File: config.mk
export PLATFORM = sky130hd
export DESIGN_NAME = idec_top
export DESIGN_NICKNAME = d
export VERILOG_FILES = /design/src/idec_pkg.sv /design/src/fetch_rx.sv /design/src/insn_decode.sv /design/src/fetch_check.sv /design/src/issue_tx.sv /design/src/idec_top.sv
export SDC_FILE = /design/constraint.sdc
export NUM_CORES = 1
export LEC_CHECK = 0
export BUFFER_PORTS_ARGS = -buffer_cell sky130_fd_sc_hd__buf_4
export CAP_MARGIN = 20
export CORE_MARGIN = 1
export CORE_UTILIZATION = 60
export DETAILED_ROUTE_END_ITERATION = 6
export PLACE_DENSITY = 0.84
export SKIP_LAST_GASP = 1
export SLEW_MARGIN = 20
export SYNTH_ARGS = -nofsm -noshare
export SYNTH_HDL_FRONTEND = slang
export SYNTH_SLANG_ARGS = --single-unit
File: constraint.sdc
create_clock -name clk_i -period 24.5 [get_ports clk_i]
set_clock_uncertainty 0.1 [all_clocks]
set_input_delay 1.225 -clock clk_i [delete_from_list [all_inputs] [get_ports clk_i]]
set_output_delay 1.225 -clock clk_i [all_outputs]
set_load 0.05 [all_outputs]
File: src/idec_pkg.sv
// instruction decode stage package
// shared widths, rv32 opcodes, the instruction word views
// and the packet types passed between fetch, decode and issue

package idec_pkg;

  //////////////////////////////
  // sizes and options
  //////////////////////////////

  localparam int unsigned XLEN   = 32;
  localparam int unsigned REG_AW = 5;

  localparam bit RV32M_EN = 1'b1;  // mul/div legal

  // capability mode only has the lower 16 registers
  localparam int unsigned PMODE_REG_LIMIT_BIT = 4;

  //////////////////////////////
  // opcodes and pipeline class
  //////////////////////////////

  typedef enum logic [6:0] {
    OPCODE_LOAD     = 7'h03,
    OPCODE_MISC_MEM = 7'h0f,
    OPCODE_OP_IMM   = 7'h13,
    OPCODE_AUIPC    = 7'h17,
    OPCODE_STORE    = 7'h23,
    OPCODE_OP       = 7'h33,
    OPCODE_LUI      = 7'h37,
    OPCODE_BRANCH   = 7'h63,
    OPCODE_JALR     = 7'h67,
    OPCODE_JAL      = 7'h6f,
    OPCODE_SYSTEM   = 7'h73
  } opcode_e;

  typedef enum logic [1:0] {
    PL_ALU    = 2'b00,
    PL_MULT   = 2'b01,
    PL_LS     = 2'b10,
    PL_BRANCH = 2'b11   // also jal and jalr
  } pl_type_e;

  //////////////////////////////
  // instruction word
  //////////////////////////////

  typedef struct packed {
    logic [6:0]        funct7;
    logic [REG_AW-1:0] rs2;
    logic [REG_AW-1:0] rs1;
    logic [2:0]        funct3;
    logic [REG_AW-1:0] rd;
    logic [6:0]        opcode;
  } insn_r_t;

  typedef struct packed {
    logic [11:0]       imm12;   // csr address or system function
    logic [REG_AW-1:0] rs1;
    logic [2:0]        funct3;
    logic [REG_AW-1:0] rd;
    logic [6:0]        opcode;
  } insn_i_t;

  // same 32 bits, read as r-type or i-type
  typedef union packed {
    insn_r_t r;
    insn_i_t i;
  } insn_u;

  //////////////////////////////
  // packets
  //////////////////////////////

  typedef struct packed {
    logic [31:0] base32;
    logic [32:0] top33;     // top can reach 2^32
    logic        perm_ex;
    logic        perm_sr;
    logic        valid;
    logic [2:0]  otype;     // nonzero means sealed
  } pcc_cap_t;

  typedef struct packed {
    insn_u           insn;
    logic [XLEN-1:0] pc;
    logic            is_comp;
    logic            pmode;   // capability mode
    pcc_cap_t        pcc;
  } fetch_pkt_t;

  typedef struct packed {
    logic valid;
    logic csrw;
    logic mret;
    logic dret;
    logic wfi;
    logic ebrk;
    logic ecall;
  } sysctl_t;

  typedef struct packed {
    logic illegal_insn;
    logic bound_vio;
    logic perm_vio;
  } dec_errs_t;

  typedef struct packed {
    insn_u             insn;
    logic [XLEN-1:0]   pc;
    logic [REG_AW-1:0] rs1;
    logic [REG_AW-1:0] rs2;
    logic [REG_AW-1:0] rd;
    logic [1:0]        rf_ren;   // {b, a}
    logic              rf_we;
    pl_type_e          pl_type;
    sysctl_t           sysctl;
    dec_errs_t         errs;
    logic              any_err;
    logic [XLEN-1:0]   btarget;
    logic [XLEN-1:0]   pc_nxt;
  } dec_pkt_t;

endpackage

File: src/fetch_rx.sv
// fetch receive side
// accepts one fetch packet per four-phase req/ack cycle
// into a single entry slot, holds off fetch while the slot is full

module fetch_rx import idec_pkg::*; (
  input  logic       clk_i,
  input  logic       rst_n_i,
  input  logic       in_req_i,
  input  fetch_pkt_t in_pkt_i,
  output logic       in_ack_o,
  input  logic       slot_take_i,
  output fetch_pkt_t slot_pkt_o,
  output logic       slot_full_o
);

  logic       ack_q;
  logic       full_q;
  fetch_pkt_t slot_q;
  logic       capture;

  // fresh request only, ack must have returned low first
  assign capture = in_req_i & ~ack_q & ~full_q;

  always_ff @(posedge clk_i) begin
    if (!rst_n_i) begin
      ack_q  <= 1'b0;
      full_q <= 1'b0;
    end else begin
      if (capture) ack_q <= 1'b1;
      else if (!in_req_i) ack_q <= 1'b0;  // req seen low

      if (capture) full_q <= 1'b1;
      else if (slot_take_i) full_q <= 1'b0;
    end
  end

  always_ff @(posedge clk_i) begin
    if (capture) slot_q <= in_pkt_i;
  end

  assign in_ack_o    = ack_q;
  assign slot_pkt_o  = slot_q;
  assign slot_full_o = full_q;

endmodule

File: src/insn_decode.sv
// rv32im instruction decoder
// major opcode and function field decode, illegal encoding detection,
// register enables and indices, pipeline class, system special cases,
// branch/jal target and sequential next pc

module insn_decode import idec_pkg::*; (
  input  fetch_pkt_t        pkt_i,
  output logic [REG_AW-1:0] rs1_o,
  output logic [REG_AW-1:0] rs2_o,
  output logic [REG_AW-1:0] rd_o,
  output logic [1:0]        rf_ren_o,
  output logic              rf_we_o,
  output pl_type_e          pl_type_o,
  output sysctl_t           sysctl_o,
  output logic              illegal_o,
  output logic              mret_o,
  output logic [XLEN-1:0]   btarget_o,
  output logic [XLEN-1:0]   pc_nxt_o
);

  insn_u           insn;
  logic [XLEN-1:0] word;
  opcode_e         opcode;
  pl_type_e        pl_type;
  logic            rf_ren_a, rf_ren_b, rf_we;
  logic            illegal_insn, illegal_reg, illegal_all;
  logic            ecall_insn, ebrk_insn, mret_insn, dret_insn, wfi_insn, csr_wr;
  logic [XLEN-1:0] imm_j, imm_b;

  assign insn   = pkt_i.insn;
  assign word   = insn;
  assign opcode = opcode_e'(insn.r.opcode);

  //////////////////////////////
  // opcode decode
  //////////////////////////////

  always_comb begin
    pl_type      = PL_ALU;
    rf_ren_a     = 1'b0;
    rf_ren_b     = 1'b0;
    rf_we        = 1'b0;
    illegal_insn = 1'b0;
    ecall_insn   = 1'b0;
    ebrk_insn    = 1'b0;
    mret_insn    = 1'b0;
    dret_insn    = 1'b0;
    wfi_insn     = 1'b0;
    csr_wr       = 1'b0;

    unique case (opcode)
      OPCODE_JAL: begin
        pl_type = PL_BRANCH;
        rf_we   = 1'b1;
      end
      OPCODE_JALR: begin
        pl_type      = PL_BRANCH;
        rf_ren_a     = 1'b1;
        rf_we        = 1'b1;
        illegal_insn = (insn.i.funct3 != 3'b000);
      end
      OPCODE_BRANCH: begin
        pl_type      = PL_BRANCH;
        rf_ren_a     = 1'b1;
        rf_ren_b     = 1'b1;
        illegal_insn = (insn.r.funct3[2:1] == 2'b01);  // 010, 011 unused
      end
      OPCODE_LOAD: begin
        pl_type      = PL_LS;
        rf_ren_a     = 1'b1;
        rf_we        = 1'b1;
        illegal_insn = (insn.i.funct3[1:0] == 2'b11) || (insn.i.funct3 == 3'b110);
      end
      OPCODE_STORE: begin
        pl_type      = PL_LS;
        rf_ren_a     = 1'b1;
        rf_ren_b     = 1'b1;
        illegal_insn = insn.r.funct3[2] | (insn.r.funct3[1:0] == 2'b11);
      end
      OPCODE_LUI, OPCODE_AUIPC: begin
        rf_we = 1'b1;
      end
      OPCODE_OP_IMM: begin
        rf_ren_a = 1'b1;
        rf_we    = 1'b1;
        if (insn.r.funct3 == 3'b001) begin
          illegal_insn = (insn.r.funct7 != 7'b000_0000);   // slli
        end else if (insn.r.funct3 == 3'b101) begin
          illegal_insn = (insn.r.funct7 != 7'b000_0000) &&
                         (insn.r.funct7 != 7'b010_0000);   // srli, srai
        end
      end
      OPCODE_OP: begin
        rf_ren_a = 1'b1;
        rf_ren_b = 1'b1;
        rf_we    = 1'b1;
        if (insn.r.funct7 == 7'b000_0001) begin            // mul/div group
          pl_type      = PL_MULT;
          illegal_insn = ~RV32M_EN;
        end else if (insn.r.funct7 == 7'b010_0000) begin   // sub, sra
          illegal_insn = (insn.r.funct3 != 3'b000) && (insn.r.funct3 != 3'b101);
        end else begin
          illegal_insn = (insn.r.funct7 != 7'b000_0000);
        end
      end
      OPCODE_MISC_MEM: begin
        // fence is a nop, fence.i redirects to the next pc
        pl_type      = PL_BRANCH;
        illegal_insn = (insn.i.funct3[2:1] != 2'b00);
      end
      OPCODE_SYSTEM: begin
        if (insn.i.funct3 == 3'b000) begin
          pl_type = PL_BRANCH;
          unique case (insn.i.imm12)
            12'h000: ecall_insn   = 1'b1;
            12'h001: ebrk_insn    = 1'b1;
            12'h302: mret_insn    = 1'b1;
            12'h7b2: dret_insn    = 1'b1;
            12'h105: wfi_insn     = 1'b1;
            default: illegal_insn = 1'b1;
          endcase
          if (insn.i.rs1 != '0 || insn.i.rd != '0) illegal_insn = 1'b1;
        end else begin
          // csr access, set/clear with rs1 zero is read only
          pl_type      = PL_MULT;
          csr_wr       = ~(insn.i.funct3[1] && (insn.i.rs1 == '0));
          rf_ren_a     = ~insn.i.funct3[2];   // immediate forms use rs1 as uimm
          rf_we        = 1'b1;
          illegal_insn = (insn.i.funct3[1:0] == 2'b00);
        end
      end
      default: illegal_insn = 1'b1;
    endcase
  end

  //////////////////////////////
  // register indices
  //////////////////////////////

  assign illegal_reg = pkt_i.pmode & ((rf_ren_a & insn.r.rs1[PMODE_REG_LIMIT_BIT]) |
                                      (rf_ren_b & insn.r.rs2[PMODE_REG_LIMIT_BIT]) |
                                      (rf_we    & insn.r.rd[PMODE_REG_LIMIT_BIT]));
  assign illegal_all = illegal_insn | illegal_reg;

  assign rf_ren_o = {rf_ren_b & ~illegal_all, rf_ren_a & ~illegal_all};
  assign rf_we_o  = rf_we & ~illegal_all;

  assign rs1_o = rf_ren_o[0] ? insn.r.rs1 : '0;  // unused fields read as zero
  assign rs2_o = rf_ren_o[1] ? insn.r.rs2 : '0;
  assign rd_o  = rf_we_o     ? insn.r.rd  : '0;

  assign illegal_o = illegal_all;
  assign pl_type_o = pl_type;
  assign mret_o    = mret_insn;

  // special case path for the issue controller
  assign sysctl_o.valid = csr_wr | mret_insn | dret_insn | wfi_insn | ebrk_insn | ecall_insn;
  assign sysctl_o.csrw  = csr_wr;
  assign sysctl_o.mret  = mret_insn;
  assign sysctl_o.dret  = dret_insn;
  assign sysctl_o.wfi   = wfi_insn;
  assign sysctl_o.ebrk  = ebrk_insn;
  assign sysctl_o.ecall = ecall_insn;

  //////////////////////////////
  // targets
  //////////////////////////////

  assign imm_j = {{12{word[31]}}, word[19:12], word[20], word[30:21], 1'b0};
  assign imm_b = {{20{word[31]}}, word[7], word[30:25], word[11:8], 1'b0};

  assign btarget_o = pkt_i.pc + ((opcode == OPCODE_JAL) ? imm_j : imm_b);
  assign pc_nxt_o  = pkt_i.pc + (pkt_i.is_comp ? XLEN'(2) : XLEN'(4));

endmodule

File: src/fetch_check.sv
// capability fetch check
// compares the fetch address against pcc bounds and checks
// pcc permissions, seal and tag, active in capability mode only

module fetch_check import idec_pkg::*; (
  input  fetch_pkt_t pkt_i,
  input  logic       mret_i,
  output logic       bound_vio_o,
  output logic       perm_vio_o
);

  logic [33:0] hdrm;
  logic        hdrm_ge4, hdrm_ge2, hdrm_ok;
  logic        base_ok;
  logic        allow_all;

  // full 32-bit space, lets pc 0xffff_fffe fetch a 4-byte insn
  assign allow_all = (pkt_i.pcc.base32 == '0) & pkt_i.pcc.top33[32];

  // bytes left between pc and top, bit 33 set means pc above top
  assign hdrm     = {1'b0, pkt_i.pcc.top33} - {2'b00, pkt_i.pc};
  assign hdrm_ge4 = (|hdrm[32:2]) & ~hdrm[33];
  assign hdrm_ge2 = (|hdrm[32:1]) & ~hdrm[33];
  assign hdrm_ok  = allow_all | (pkt_i.is_comp ? hdrm_ge2 : hdrm_ge4);
  assign base_ok  = (pkt_i.pc >= pkt_i.pcc.base32);

  assign bound_vio_o = pkt_i.pmode & (~base_ok | ~hdrm_ok);

  assign perm_vio_o = pkt_i.pmode & (~pkt_i.pcc.perm_ex            |
                                     ~pkt_i.pcc.valid              |
                                     (pkt_i.pcc.otype != '0)       |
                                     (mret_i & ~pkt_i.pcc.perm_sr));  // mret needs sr

endmodule

File: src/issue_tx.sv
// issue send side
// builds the decoded packet, takes it from the fetch slot into
// an output register and offers it over a four-phase req/ack

module issue_tx import idec_pkg::*; (
  input  logic              clk_i,
  input  logic              rst_n_i,
  input  logic              slot_full_i,
  input  fetch_pkt_t        slot_pkt_i,
  input  logic [REG_AW-1:0] rs1_i,
  input  logic [REG_AW-1:0] rs2_i,
  input  logic [REG_AW-1:0] rd_i,
  input  logic [1:0]        rf_ren_i,
  input  logic              rf_we_i,
  input  pl_type_e          pl_type_i,
  input  sysctl_t           sysctl_i,
  input  logic              illegal_i,
  input  logic [XLEN-1:0]   btarget_i,
  input  logic [XLEN-1:0]   pc_nxt_i,
  input  logic              bound_vio_i,
  input  logic              perm_vio_i,
  output logic              slot_take_o,
  output logic              out_req_o,
  output dec_pkt_t          out_pkt_o,
  input  logic              out_ack_i
);

  dec_pkt_t dec_pkt;
  dec_pkt_t buf_q;
  logic     req_q;   // also marks the buffer as occupied
  logic     load;

  always_comb begin
    dec_pkt                   = '0;
    dec_pkt.insn              = slot_pkt_i.insn;
    dec_pkt.pc                = slot_pkt_i.pc;
    dec_pkt.rs1               = rs1_i;
    dec_pkt.rs2               = rs2_i;
    dec_pkt.rd                = rd_i;
    dec_pkt.rf_ren            = rf_ren_i;
    dec_pkt.rf_we             = rf_we_i;
    dec_pkt.pl_type           = pl_type_i;
    dec_pkt.sysctl            = sysctl_i;
    dec_pkt.errs.illegal_insn = illegal_i;
    dec_pkt.errs.bound_vio    = bound_vio_i;
    dec_pkt.errs.perm_vio     = perm_vio_i;
    dec_pkt.any_err           = illegal_i | bound_vio_i | perm_vio_i;
    dec_pkt.btarget           = btarget_i;
    dec_pkt.pc_nxt            = pc_nxt_i;
  end

  // buffer free and previous ack gone low
  assign load = slot_full_i & ~req_q & ~out_ack_i;

  always_ff @(posedge clk_i) begin
    if (!rst_n_i) begin
      req_q <= 1'b0;
    end else if (load) begin
      req_q <= 1'b1;
    end else if (out_ack_i) begin
      req_q <= 1'b0;  // drop req, free buffer
    end
  end

  always_ff @(posedge clk_i) begin
    if (load) buf_q <= dec_pkt;
  end

  assign slot_take_o = load;
  assign out_req_o   = req_q;
  assign out_pkt_o   = buf_q;

endmodule

File: src/idec_top.sv
// instruction decode stage top
// fetch receive slot, combinational decode and capability check,
// registered issue side toward the execute pipeline

module idec_top import idec_pkg::*; (
  input  logic       clk_i,
  input  logic       rst_n_i,
  input  logic       in_req_i,
  input  fetch_pkt_t in_pkt_i,
  output logic       in_ack_o,
  output logic       out_req_o,
  output dec_pkt_t   out_pkt_o,
  input  logic       out_ack_i
);

  fetch_pkt_t        slot_pkt;
  logic              slot_full, slot_take;
  logic [REG_AW-1:0] rs1, rs2, rd;
  logic [1:0]        rf_ren;
  logic              rf_we;
  pl_type_e          pl_type;
  sysctl_t           sysctl;
  logic              illegal, mret;
  logic [XLEN-1:0]   btarget, pc_nxt;
  logic              bound_vio, perm_vio;

  fetch_rx u_fetch_rx (
    .clk_i, .rst_n_i, .in_req_i, .in_pkt_i, .in_ack_o,
    .slot_take_i (slot_take),
    .slot_pkt_o  (slot_pkt),
    .slot_full_o (slot_full)
  );

  insn_decode u_insn_decode (
    .pkt_i     (slot_pkt),
    .rs1_o     (rs1),
    .rs2_o     (rs2),
    .rd_o      (rd),
    .rf_ren_o  (rf_ren),
    .rf_we_o   (rf_we),
    .pl_type_o (pl_type),
    .sysctl_o  (sysctl),
    .illegal_o (illegal),
    .mret_o    (mret),
    .btarget_o (btarget),
    .pc_nxt_o  (pc_nxt)
  );

  fetch_check u_fetch_check (
    .pkt_i       (slot_pkt),
    .mret_i      (mret),
    .bound_vio_o (bound_vio),
    .perm_vio_o  (perm_vio)
  );

  issue_tx u_issue_tx (
    .clk_i, .rst_n_i,
    .slot_full_i (slot_full),
    .slot_pkt_i  (slot_pkt),
    .rs1_i       (rs1),
    .rs2_i       (rs2),
    .rd_i        (rd),
    .rf_ren_i    (rf_ren),
    .rf_we_i     (rf_we),
    .pl_type_i   (pl_type),
    .sysctl_i    (sysctl),
    .illegal_i   (illegal),
    .btarget_i   (btarget),
    .pc_nxt_i    (pc_nxt),
    .bound_vio_i (bound_vio),
    .perm_vio_i  (perm_vio),
    .slot_take_o (slot_take),
    .out_req_o, .out_pkt_o, .out_ack_i
  );

endmodule

==> results_dict.tcl, run 1 <==
set metrics [dict create \
    status "completed" \
    worst_slew_pin_slew_ps 1085 \
    fmax_mhz 198.4 \
    synth_top_cell_by_area "edfxtp_1" \
    cts_max_level 1 \
    wl_um 38640 \
    clk_pin_slew_ps 70 \
    grt-busiest-layer "met2" \
    ios 302 \
    vias 10730 \
    critPathLaunchType "flop" \
    floorplan.initialDensity_pct 61.80 \
    peakVddDrop_mv 0.06882 \
    die_h_um 158.4 \
    numCtsBuffers 29 \
    crit_family "compound AO/OA/AOI/OAI gates" \
    cts_tree "done" \
    p_leak_nw 7.423 \
    critPathLaunch "u_fetch_rx.slot_pkt_o[109]$_DFFE_PP_" \
    cts_resized 0 \
    grt_start_max_net_pins 159 \
    slew_headroom_pct 27.68 \
    cp_max_fo 14 \
    drt_iter0_drc 743 \
    grt_use_total_pct 30.28 \
    post-route-util_pct 77.01 \
    grt.met3_usage_pct 6.124 \
    required_ps 24690 \
    ctsLongestPathBuffers 3 \
    synth.area.top_cells "edfxtp_1, ha_1, xnor2_1" \
    yosysSeqAreaShare_pct 60.55 \
    grt.overflow.total 0 \
    grt_pass1_vias 10290 \
    post-cts-setup-buffers 0 \
    cts.sinks 297 \
    drc 0 \
    synthDistinctLibCells 85 \
    hold_start "u_fetch_rx.slot_pkt_o[106]$_DFFE_PP_" \
    dr.pass1.iters 5 \
    clkLatencyLatePin_ps 550 \
    maxCapViolations 0 \
    ys.flop_type "edfxtp_1" \
    syn_area_mm2 0.01468 \
    place_area_mm2 0.01732 \
    dp_hpwl_um 28460 \
    yosys-top-cells-count "edfxtp_1, ha_1, inv_1, a21oi_1, nor2_1" \
    fillCellCount 1501 \
    synth.top_cell.area_share_pct 60.14 \
    hold_viol 0 \
    die-area_mm2 0.02510 \
    hold_slack_ps 358.6 \
    slowest_delay_ps 540 \
    grt_pass1_wl_um 56280 \
    hold_path_class "reg -> reg" \
    path_cells "nand2b_1 > nor4_2 > buf_4 > mux2_2 > ha_1 > fa_1 > a21oi_1 > nor2b_1 > a31oi_1 > o211ai_1 > a21oi_1 > o31ai_1 > o41a_1 > a41o_1 > o21ai_0 > nand2b_1 > xor2_1" \
    cp_num_buf_inv 1 \
    ys_seq_elements 297 \
    worstSetupPathType "reg -> reg" \
    viasPerCell 5.922 \
    wl_per_cell_um 21.34 \
    synth-edff-count 294 \
    post-route-cell-area_mm2 0.01829 \
    yosysMostFrequentCell "edfxtp_1" \
    crit_arrival_ps 5240 \
    rsz0062_at_grt "no" \
    slew_viol_final 0 \
    async_flop_share_pct 0 \
    layout.nets 1710 \
    gr-usage-met1_pct 38.46 \
    syn_avg_cell_area_um2 12.77 \
    synth_warnings 0 \
    antenna_found_initial 0 \
    cp_slowest_cell "edfxtp_1" \
    final.period_utilization_pct 20.58 \
    synthCells 1150 \
    cts_root_buf "clkbuf_16" \
    setup_viol 0 \
    worstSetupEndpointType "flop" \
    setup_tns_ps 0 \
    use_met2_pct 50.94 \
    area_growth_pct 24.60 \
    period_needed_ps 5041 \
    finalWeightedCongestion 1.001 \
    r2r_start "u_fetch_rx.slot_pkt_o[109]$_DFFE_PP_" \
    core_area_mm2 0.02375 \
    cts_hold_buffers 0 \
    die_w_um 158.4 \
    power.density_mw_per_mm2 71.84 \
    drive_gt1_share_pct 25.97 \
    syn_nets 1389 \
    portBuffers 301 \
    postRouteAntennaNets 0 \
    rows 56 \
]
## cells in the final DEF, fill, tap and decap left out, types with 12 or more instances in the layout
cell,synthesis,final
nand4_1,23,23
xnor2_1,58,58
nor2b_1,15,15
clkbuf_16,0,29
a21o_1,39,39
nand2_1,65,65
o21a_1,14,14
nor2_1,68,68
edfxtp_1,294,294
nor4_1,17,16
buf_4,4,306
nor3_1,22,22
a21oi_1,68,68
ha_1,95,95
nand2b_1,17,17
inv_1,83,83
o21ai_0,40,40
and2_1,20,20
nand3_1,21,21
xor2_1,12,12
## per-stage QoR
stage	setup slack [ps]	power [W]	instances
final	19460	0.001314	1811
after global routing	19170	0.001356	1809
after CTS	19490	0.001316	1809
after detailed placement	19540	0.0008627	1759
after global placement	19660	0.0008587	1759
after floorplan	10950	0.0007938	1150
## sequential cells by signal, indices dropped and copies added (netlist names)
signal	count
u_fetch_rx.in_ack_o	1
u_fetch_rx.slot_full_o	1
u_fetch_rx.slot_pkt_o	137
u_issue_tx.out_pkt_o	157
u_issue_tx.out_req_o	1
## kinds of logic (layout without fill, tap and decap cells)
group                      Yosys count  after routing  synth area share [%]
and+or+nand+nor                    326            326                 11.68
DFF                                297            297                 60.55
AOI/OAI and AO/OA                  250            250                 11.63
buffers and inverters              100            440                 2.787
adders and majority gates           98             98                 8.506
xor gates and xnor gates            70             70                 4.176
muxes                                9              9                0.6734
other                                0              2                     0
## worst reg2reg max path, delay by kind of cell, from the launching register on
kind,cells,cell delay (ps)
AO/OA/AOI/OAI,8,2020
AND/OR/NAND/NOR,4,740
adder cells (fa/ha/maj),2,630
flip-flops,1,540
multiplexers,1,360
buffers and inverters,1,270
XOR/XNOR,1,140
## path summary, 6_finish.rpt
kind                                                       endpoint  slack [ps]  depth (start not counted)
worst max-delay path             u_issue_tx.out_pkt_o[61]$_DFFE_PP_       19460                         17
worst max register to register   u_issue_tx.out_pkt_o[61]$_DFFE_PP_       19460                         17
worst min register to register  u_issue_tx.out_pkt_o[128]$_DFFE_PP_         360                          0
worst min-delay path            u_issue_tx.out_pkt_o[128]$_DFFE_PP_         360                          0
## final cells by class
| type | instances | area (um2) | share of cell area (%) |
|---|---|---|---|
| sequential | 297 | 8889 | 48.59 |
| multi-input combinational | 753 | 5399 | 29.52 |
| clock buffer | 31 | 733.2 | 4.008 |
| timing repair buffer | 307 | 2317 | 12.67 |
| antenna | 2 | 5.005 | 0.02736 |
| clock inverter | 19 | 237.7 | 1.300 |
| tap | 319 | 399.1 | 2.182 |
| inverter | 83 | 311.5 | 1.703 |
## where the power goes
part | switching [W] | internal [W] | leakage, nW
Clock | 0.000188 | 0.000269 | 0.476
Sequential | 0.0000243 | 0.000597 | 2.79
Combinational | 0.000144 | 0.0000910 | 4.15
Total | 0.000357 | 0.000957 | 7.42
## metal layers
metal  vias to the layer above  wire length, um
met2                       532            18520
li1                       4993                -
met3                        92             3600
met1                      5108            15150
met5                         -                0
met4                         0             1372
(Power assumes the default switching activity.)
==> run 2, diff against run 1 <==
--- a/config.mk
+++ b/config.mk
@@ -8,9 +8,9 @@
 export BUFFER_PORTS_ARGS = -buffer_cell sky130_fd_sc_hd__buf_4
 export CAP_MARGIN = 20
 export CORE_MARGIN = 1
-export CORE_UTILIZATION = 60
+export CORE_UTILIZATION = 50
 export DETAILED_ROUTE_END_ITERATION = 6
-export PLACE_DENSITY = 0.84
+export PLACE_DENSITY = 0.75
 export SKIP_LAST_GASP = 1
 export SLEW_MARGIN = 20
 export SYNTH_ARGS = -nofsm -noshare
==> constraint.sdc (replaced) <==
create_clock -name clk_i -period 4.5 [get_ports clk_i]
set_clock_uncertainty 0.1 [all_clocks]
set_input_delay 0.225 -clock clk_i [delete_from_list [all_inputs] [get_ports clk_i]]
set_output_delay 0.225 -clock clk_i [all_outputs]
set_load 0.05 [all_outputs]
==> results_dict.tcl, run 2 (same netlist as run 1, synthesis figures left out) <==
set metrics [dict create \
    r2r_start "u_fetch_rx.slot_pkt_o[109]$_DFFE_PP_" \
    layout.cells.non_filler 2061 \
    path_cells "nand2b_1 > nor4_4 > mux2_2 > ha_1 > fa_1 > a21oi_1 > nor2b_1 > a31oi_2 > o211ai_1 > a21oi_2 > o31ai_1 > o41a_1 > a41o_1 > o21ai_1 > nand2b_1 > xor2_1" \
    grt_pass1_vias 11420 \
    vias 11370 \
    cp_max_fo 3 \
    slew_viol_final 0 \
    rsz0062_at_grt "no" \
    worst-r2r-setup-slack_ps 200 \
    layout.nets 1893 \
    setup_viol 0 \
    post-route-cell-area_mm2 0.02013 \
    wl_um 42670 \
    portBuffers 301 \
    cts_root_buf "clkbuf_16" \
    worst_slew_pin_slew_ps 785.4 \
    ios 302 \
    viasPerCell 5.517 \
    period_needed_ps 4297 \
    status "completed" \
    switching_power_w 0.002016 \
    regArea_mm2 0.008895 \
    grt_use_total_pct 28.08 \
    drive_gt1_share_pct 25.76 \
    cts_tree "done" \
    path_depth 16 \
    crit_top_cell "nand2b_1" \
    grt_pass1_wl_um 64320 \
    crit_end "u_issue_tx.out_pkt_o[61]$_DFFE_PP_" \
    area_growth_pct 37.14 \
    grt_start_max_net_pins 105 \
    hold_slack_ps 267.2 \
    drt_iter0_drc 725 \
    fmax_mhz 232.7 \
    numCtsBuffers 31 \
    slew_headroom_pct 47.64 \
    r2r-end "u_issue_tx.out_pkt_o[61]$_DFFE_PP_" \
    core_area_mm2 0.02878 \
    internal_power_w 0.005284 \
    required_ps 4720 \
    die-area_mm2 0.03005 \
    dr.pass1.iters 5 \
    p_comb_share_pct 20.1 \
    floorplan.initialDensity_pct 51.01 \
    switching_share_pct 27.62 \
    die_w_um 173.4 \
    rows 62 \
    largest_reg_flops 157 \
    peakVddDrop_mv 0.3727 \
    dp_slack_ps -55.88 \
    n_antenna_cell 0 \
    cts.sinks 297 \
    crit_family "compound AO/OA/AOI/OAI gates" \
    cp_slowest_cell "fa_1" \
    critPathLaunchType "flop" \
    crit_arrival_ps 4520 \
    postRouteAntennaNets 0 \
    wl_per_cell_um 20.70 \
    power.density_mw_per_mm2 362.6 \
    clk_pin_slew_ps 60 \
    slowest_delay_ps 410 \
    clkPwrFrac_pct 34.0 \
    whs_path_depth 2 \
    p_total_w 0.007300 \
    final_cell_mix "buf_4, edfxtp_1, dlygate4sd3_1" \
    hold_viol 0 \
    die_h_um 173.4 \
    ctsLongestPathBuffers 3 \
    place_area_mm2 0.01772 \
    grt.overflow.total 0 \
    fillCellCount 1978 \
    seqPwrFrac_pct 45.9 \
    p_leak_nw 8.218 \
    hold_path_class "in -> reg" \
    cts_max_level 1 \
    maxCapViolations 0 \
    rr_worst_depth 16 \
    multi_input_area_mm2 0.005440 \
    critPathLaunch "u_fetch_rx.slot_pkt_o[109]$_DFFE_PP_" \
    layout_setup_ws_ps 202.6 \
    drc 0 \
    cp_num_buf_inv 0 \
    dp_hpwl_um 30520 \
    placed_cells 1862 \
    worstSetupEndpointType "flop" \
    finalWeightedCongestion 0.9379 \
    antenna_found_initial 0 \
    layout_commonest_cell "buf_4" \
    worstSetupPathType "reg -> reg" \
    clkLatencyLatePin_ps 570 \
    final.period_utilization_pct 95.50 \
]
## run 2: cell count changes in the layout (fill, tap and decap cells not counted), sizes merged
cell,change
diode,-2
buf,+40
inv,+2
bufinv,-2
dlygate4sd3,+141
clkinv,+2
clkbuf,+4
## run 2: area by class of cell
cell class,count,area share [%]
flip-flops and latches,297,44.18
multi-input cells,753,27.02
repair buffers,488,20.03
clock buffers,35,3.928
well taps,384,2.386
inverters,83,1.547
clock inverters,21,0.9073
## run 2: worst min path at each step
stage	startpoint	to	slack, ps
after detailed placement	in_pkt_i[42]	u_fetch_rx.slot_pkt_o[42]$_DFFE_PP_	300
after CTS	in_pkt_i[66]	u_fetch_rx.slot_pkt_o[66]$_DFFE_PP_	250
final	in_pkt_i[67]	u_fetch_rx.slot_pkt_o[67]$_DFFE_PP_	270
after floorplan	out_ack_i	u_issue_tx.out_req_o$_SDFFE_PN0P_	190
after global placement	in_pkt_i[99]	u_fetch_rx.slot_pkt_o[99]$_DFFE_PP_	300
after global routing	in_pkt_i[63]	u_fetch_rx.slot_pkt_o[63]$_DFFE_PP_	260
## run 2: metrics by stage
step | setup TNS [ps] | util, %
final | 0 | 69.95
after global routing | 0 | 69.95
after CTS | -19.95 | 69.85
after detailed placement | -100.7 | 61.56
after global placement | 0 | 61.56
after floorplan | -69770 | -
## run 2: what timing repair did
| action | 4_1_cts | 5_1_grt |
|---|---|---|
| setup buffers | 0 | 2 |
| cloned | 0 | 0 |
| pin swaps | 0 | 4 |
| hold endpoints to repair | 146 | 0 |
| endpoints found under the setup margin | 3 | 4 |
| hold buffers | 141 | 0 |
| resized for setup | 2 | 5 |
## run 2: per-layer routing
layer	global-route usage (%)	wire (um)
met5	0	0
met4	13.50	2093
met3	5.592	2869
met2	48.04	20960
met1	34.05	16750
## run 2: power groups by stage
stage	Combinational, W	Clock [W]	Sequential [W]
3_5_place_dp	0.00133	0	0.00340
6_report	0.00146	0.00249	0.00335
2_1_floorplan	0.000698	0	0.00359
5_1_grt	0.00158	0.00262	0.00336
4_1_cts	0.00144	0.00252	0.00335
3_3_place_gp	0.00132	0	0.00340
## run 2: worst register-to-register path: cells and delay by family, from the launching register on
family | cells | cell delay, ps
AO/OA/AOI/OAI | 8 | 1750
AND/OR/NAND/NOR | 4 | 660
adder cells (fa/ha/maj) | 2 | 630
multiplexers | 1 | 390
flip-flops | 1 | 380
XOR/XNOR | 1 | 140
==> run 3, diff against run 2 <==
--- a/config.mk
+++ b/config.mk
@@ -5,12 +5,12 @@
 export SDC_FILE = /design/constraint.sdc
 export NUM_CORES = 1
 export LEC_CHECK = 0
-export BUFFER_PORTS_ARGS = -buffer_cell sky130_fd_sc_hd__buf_4
 export CAP_MARGIN = 20
 export CORE_MARGIN = 1
-export CORE_UTILIZATION = 50
+export CORE_UTILIZATION = 58
 export DETAILED_ROUTE_END_ITERATION = 6
-export PLACE_DENSITY = 0.75
+export DONT_BUFFER_PORTS = 1
+export PLACE_DENSITY = 0.74
 export SKIP_LAST_GASP = 1
 export SLEW_MARGIN = 20
 export SYNTH_ARGS = -nofsm -noshare
==> constraint.sdc (replaced) <==
create_clock -name clk_i -period 3.8 [get_ports clk_i]
set_clock_uncertainty 0.1 [all_clocks]
set_input_delay 0.19 -clock clk_i [delete_from_list [all_inputs] [get_ports clk_i]]
set_output_delay 0.19 -clock clk_i [all_outputs]
set_load 0.05 [all_outputs]
==> results_dict.tcl, run 3 (same netlist as run 1, synthesis figures left out) <==
set metrics [dict create \
    cts_root_buf "clkbuf_16" \
    crit_end "u_issue_tx.out_pkt_o[59]$_DFFE_PP_" \
    critPathLaunchType "flop" \
    maxCapViolations 0 \
    postRouteAntennaNets 0 \
    dr.pass1.iters 5 \
    floorplan.initialDensity_pct 59.66 \
    drive_gt1_share_pct 20.16 \
    area_growth_pct 30.26 \
    grt_start_max_net_pins 159 \
    path_depth 17 \
    largest_reg_flops 157 \
    hold_viol 0 \
    crit_top_cell "a21oi_2" \
    worst_slew_pin_slew_ps 927.6 \
    status "finished with violations" \
    slowest_delay_ps 380 \
    dp_hpwl_um 30390 \
    post-route-util_pct 77.72 \
    setup_viol 9 \
    die_h_um 161.1 \
    setup_tns_ps -1301 \
    die_w_um 161.1 \
    required_ps 4010 \
    worstSetupPathType "reg -> reg" \
    cp_num_buf_inv 2 \
    worst-r2r-setup-slack_ps -300 \
    wl_per_cell_um 23.88 \
    post-route-cell-area_mm2 0.01912 \
    cts_max_level 1 \
    viasPerCell 6.061 \
    p_total_w 0.008776 \
    core_area_mm2 0.02460 \
    antenna_found_initial 1 \
    rows 57 \
    finalWeightedCongestion 0.9905 \
    hold_path_class "in -> reg" \
    grt_pass1_vias 11040 \
    grt.overflow.total 0 \
    hold_slack_ps 94.63 \
    die-area_mm2 0.02595 \
    clkLatencyLatePin_ps 560 \
    portBuffers 0 \
    ctsLongestPathBuffers 3 \
    cp_max_fo 5 \
    crit_family "compound AO/OA/AOI/OAI gates" \
    violations "negative setup slack" \
    whs_path_depth 2 \
    critPathLaunch "u_fetch_rx.slot_pkt_o[106]$_DFFE_PP_" \
    final_cell_mix "edfxtp_1, buf_4, dlygate4sd3_1" \
    slew_headroom_pct 38.16 \
    layout_setup_ws_ps -298.7 \
    cts.sinks 297 \
    place_area_mm2 0.01630 \
    clk_pin_slew_ps 60 \
    grt_use_total_pct 33.10 \
    rsz0062_at_grt "yes" \
    r2r-end "u_issue_tx.out_pkt_o[59]$_DFFE_PP_" \
    layout_commonest_cell "edfxtp_1" \
    wl_um 43770 \
    grt_pass1_wl_um 64660 \
    crit_arrival_ps 4310 \
    worstSetupEndpointType "flop" \
    fmax_mhz 244.0 \
    rr_worst_depth 17 \
    cts_tree "done" \
    vias 11110 \
    r2r_start "u_fetch_rx.slot_pkt_o[106]$_DFFE_PP_" \
    power.density_mw_per_mm2 459.0 \
    period_needed_ps 4099 \
    slew_viol_final 0 \
    peakVddDrop_mv 0.4583 \
    drc 0 \
    drt_iter0_drc 1132 \
    final.period_utilization_pct 107.9 \
    p_leak_nw 7.476 \
    cp_slowest_cell "edfxtp_1" \
    numCtsBuffers 31 \
    path_cells "nand2_2 > nor4_4 > buf_6 > mux2_4 > ha_4 > fa_2 > a21oi_2 > nor2b_2 > a31oi_2 > o211ai_1 > a21oi_2 > o31ai_2 > o41a_1 > buf_4 > a21o_1 > a211oi_2 > nor2_1" \
    layout.nets 1723 \
    ios 302 \
]
==> run 3: cell types whose count changed in the layout (fill, tap and decap cells not counted), sizes merged <==
cell         before  now
dlygate4sd3     141  142
clkinvlp          1    3
buf             347  176
inv              86   85
clkinv           14   11
clkbuf           35   38
diode             0    1
==> run 3: cell type report <==
type	count	area [um2]
Antenna cell	1	2.502
Clock buffer	38	812.0
Clock inverter	19	187.7
Fill cell	1468	5483
Inverter	83	311.5
Multi-Input combinational cell	753	5715
Sequential cell	297	8897
Tap cell	324	405.4
Timing Repair Buffer	318	2790
==> run 3: worst register-to-register path: cells and delay by family, from the launching register on <==
kind / cells / cell delay [ps]
adders and majority gates: 2 / 540
muxes: 1 / 330
buffers and inverters: 2 / 330
DFF: 1 / 380
AOI/OAI and AO/OA: 8 / 1680
and+or+nand+nor: 4 / 510
==> run 3: worst min-delay path by stage <==
stage / start / to / slack [ps]
final: in_req_i / u_fetch_rx.slot_pkt_o[2]$_DFFE_PP_ / 90
after detailed placement: out_ack_i / u_issue_tx.out_req_o$_SDFFE_PN0P_ / 160
after floorplan: out_ack_i / u_issue_tx.out_req_o$_SDFFE_PN0P_ / 160
after CTS: in_req_i / u_fetch_rx.slot_pkt_o[5]$_DFFE_PP_ / 100
after global placement: out_ack_i / u_issue_tx.out_req_o$_SDFFE_PN0P_ / 160
after global routing: in_req_i / u_fetch_rx.slot_pkt_o[5]$_DFFE_PP_ / 90
==> run 3: what timing repair did <==
item / 4_1_cts / 5_1_grt
endpoints found under the hold margin: 140 / 0
pin swaps: 16 / 21
hold buffers: 142 / 0
gates resized for setup: 19 / 31
buffers inserted: 8 / 14
setup endpoints to repair: 27 / 27
==> run 3: metrics by stage <==
stage | cells | setup slack [ps]
floorplan | 1150 | -1142
global placement | 1611 | -234.8
global route | 1832 | -428.8
detailed placement | 1611 | -407.2
CTS | 1818 | -182.2
finish | 1833 | -298.7
==> run 3: power breakdown <==
part           switching [W]  total [W]  internal, W
Combinational       0.000846    0.00158     0.000731
Sequential          0.000348    0.00420      0.00385
Clock                0.00127    0.00300      0.00173
==> run 3: layer usage <==
metal / up-vias / part of all wire [%] / track usage [%]
li1: 5029 / - / -
met1: 5382 / 37 / 40.79
met2: 602 / 50 / 57.78
met3: 97 / 9.0 / 6.754
met4: 0 / 3.9 / 11.79
met5: - / 0 / 0
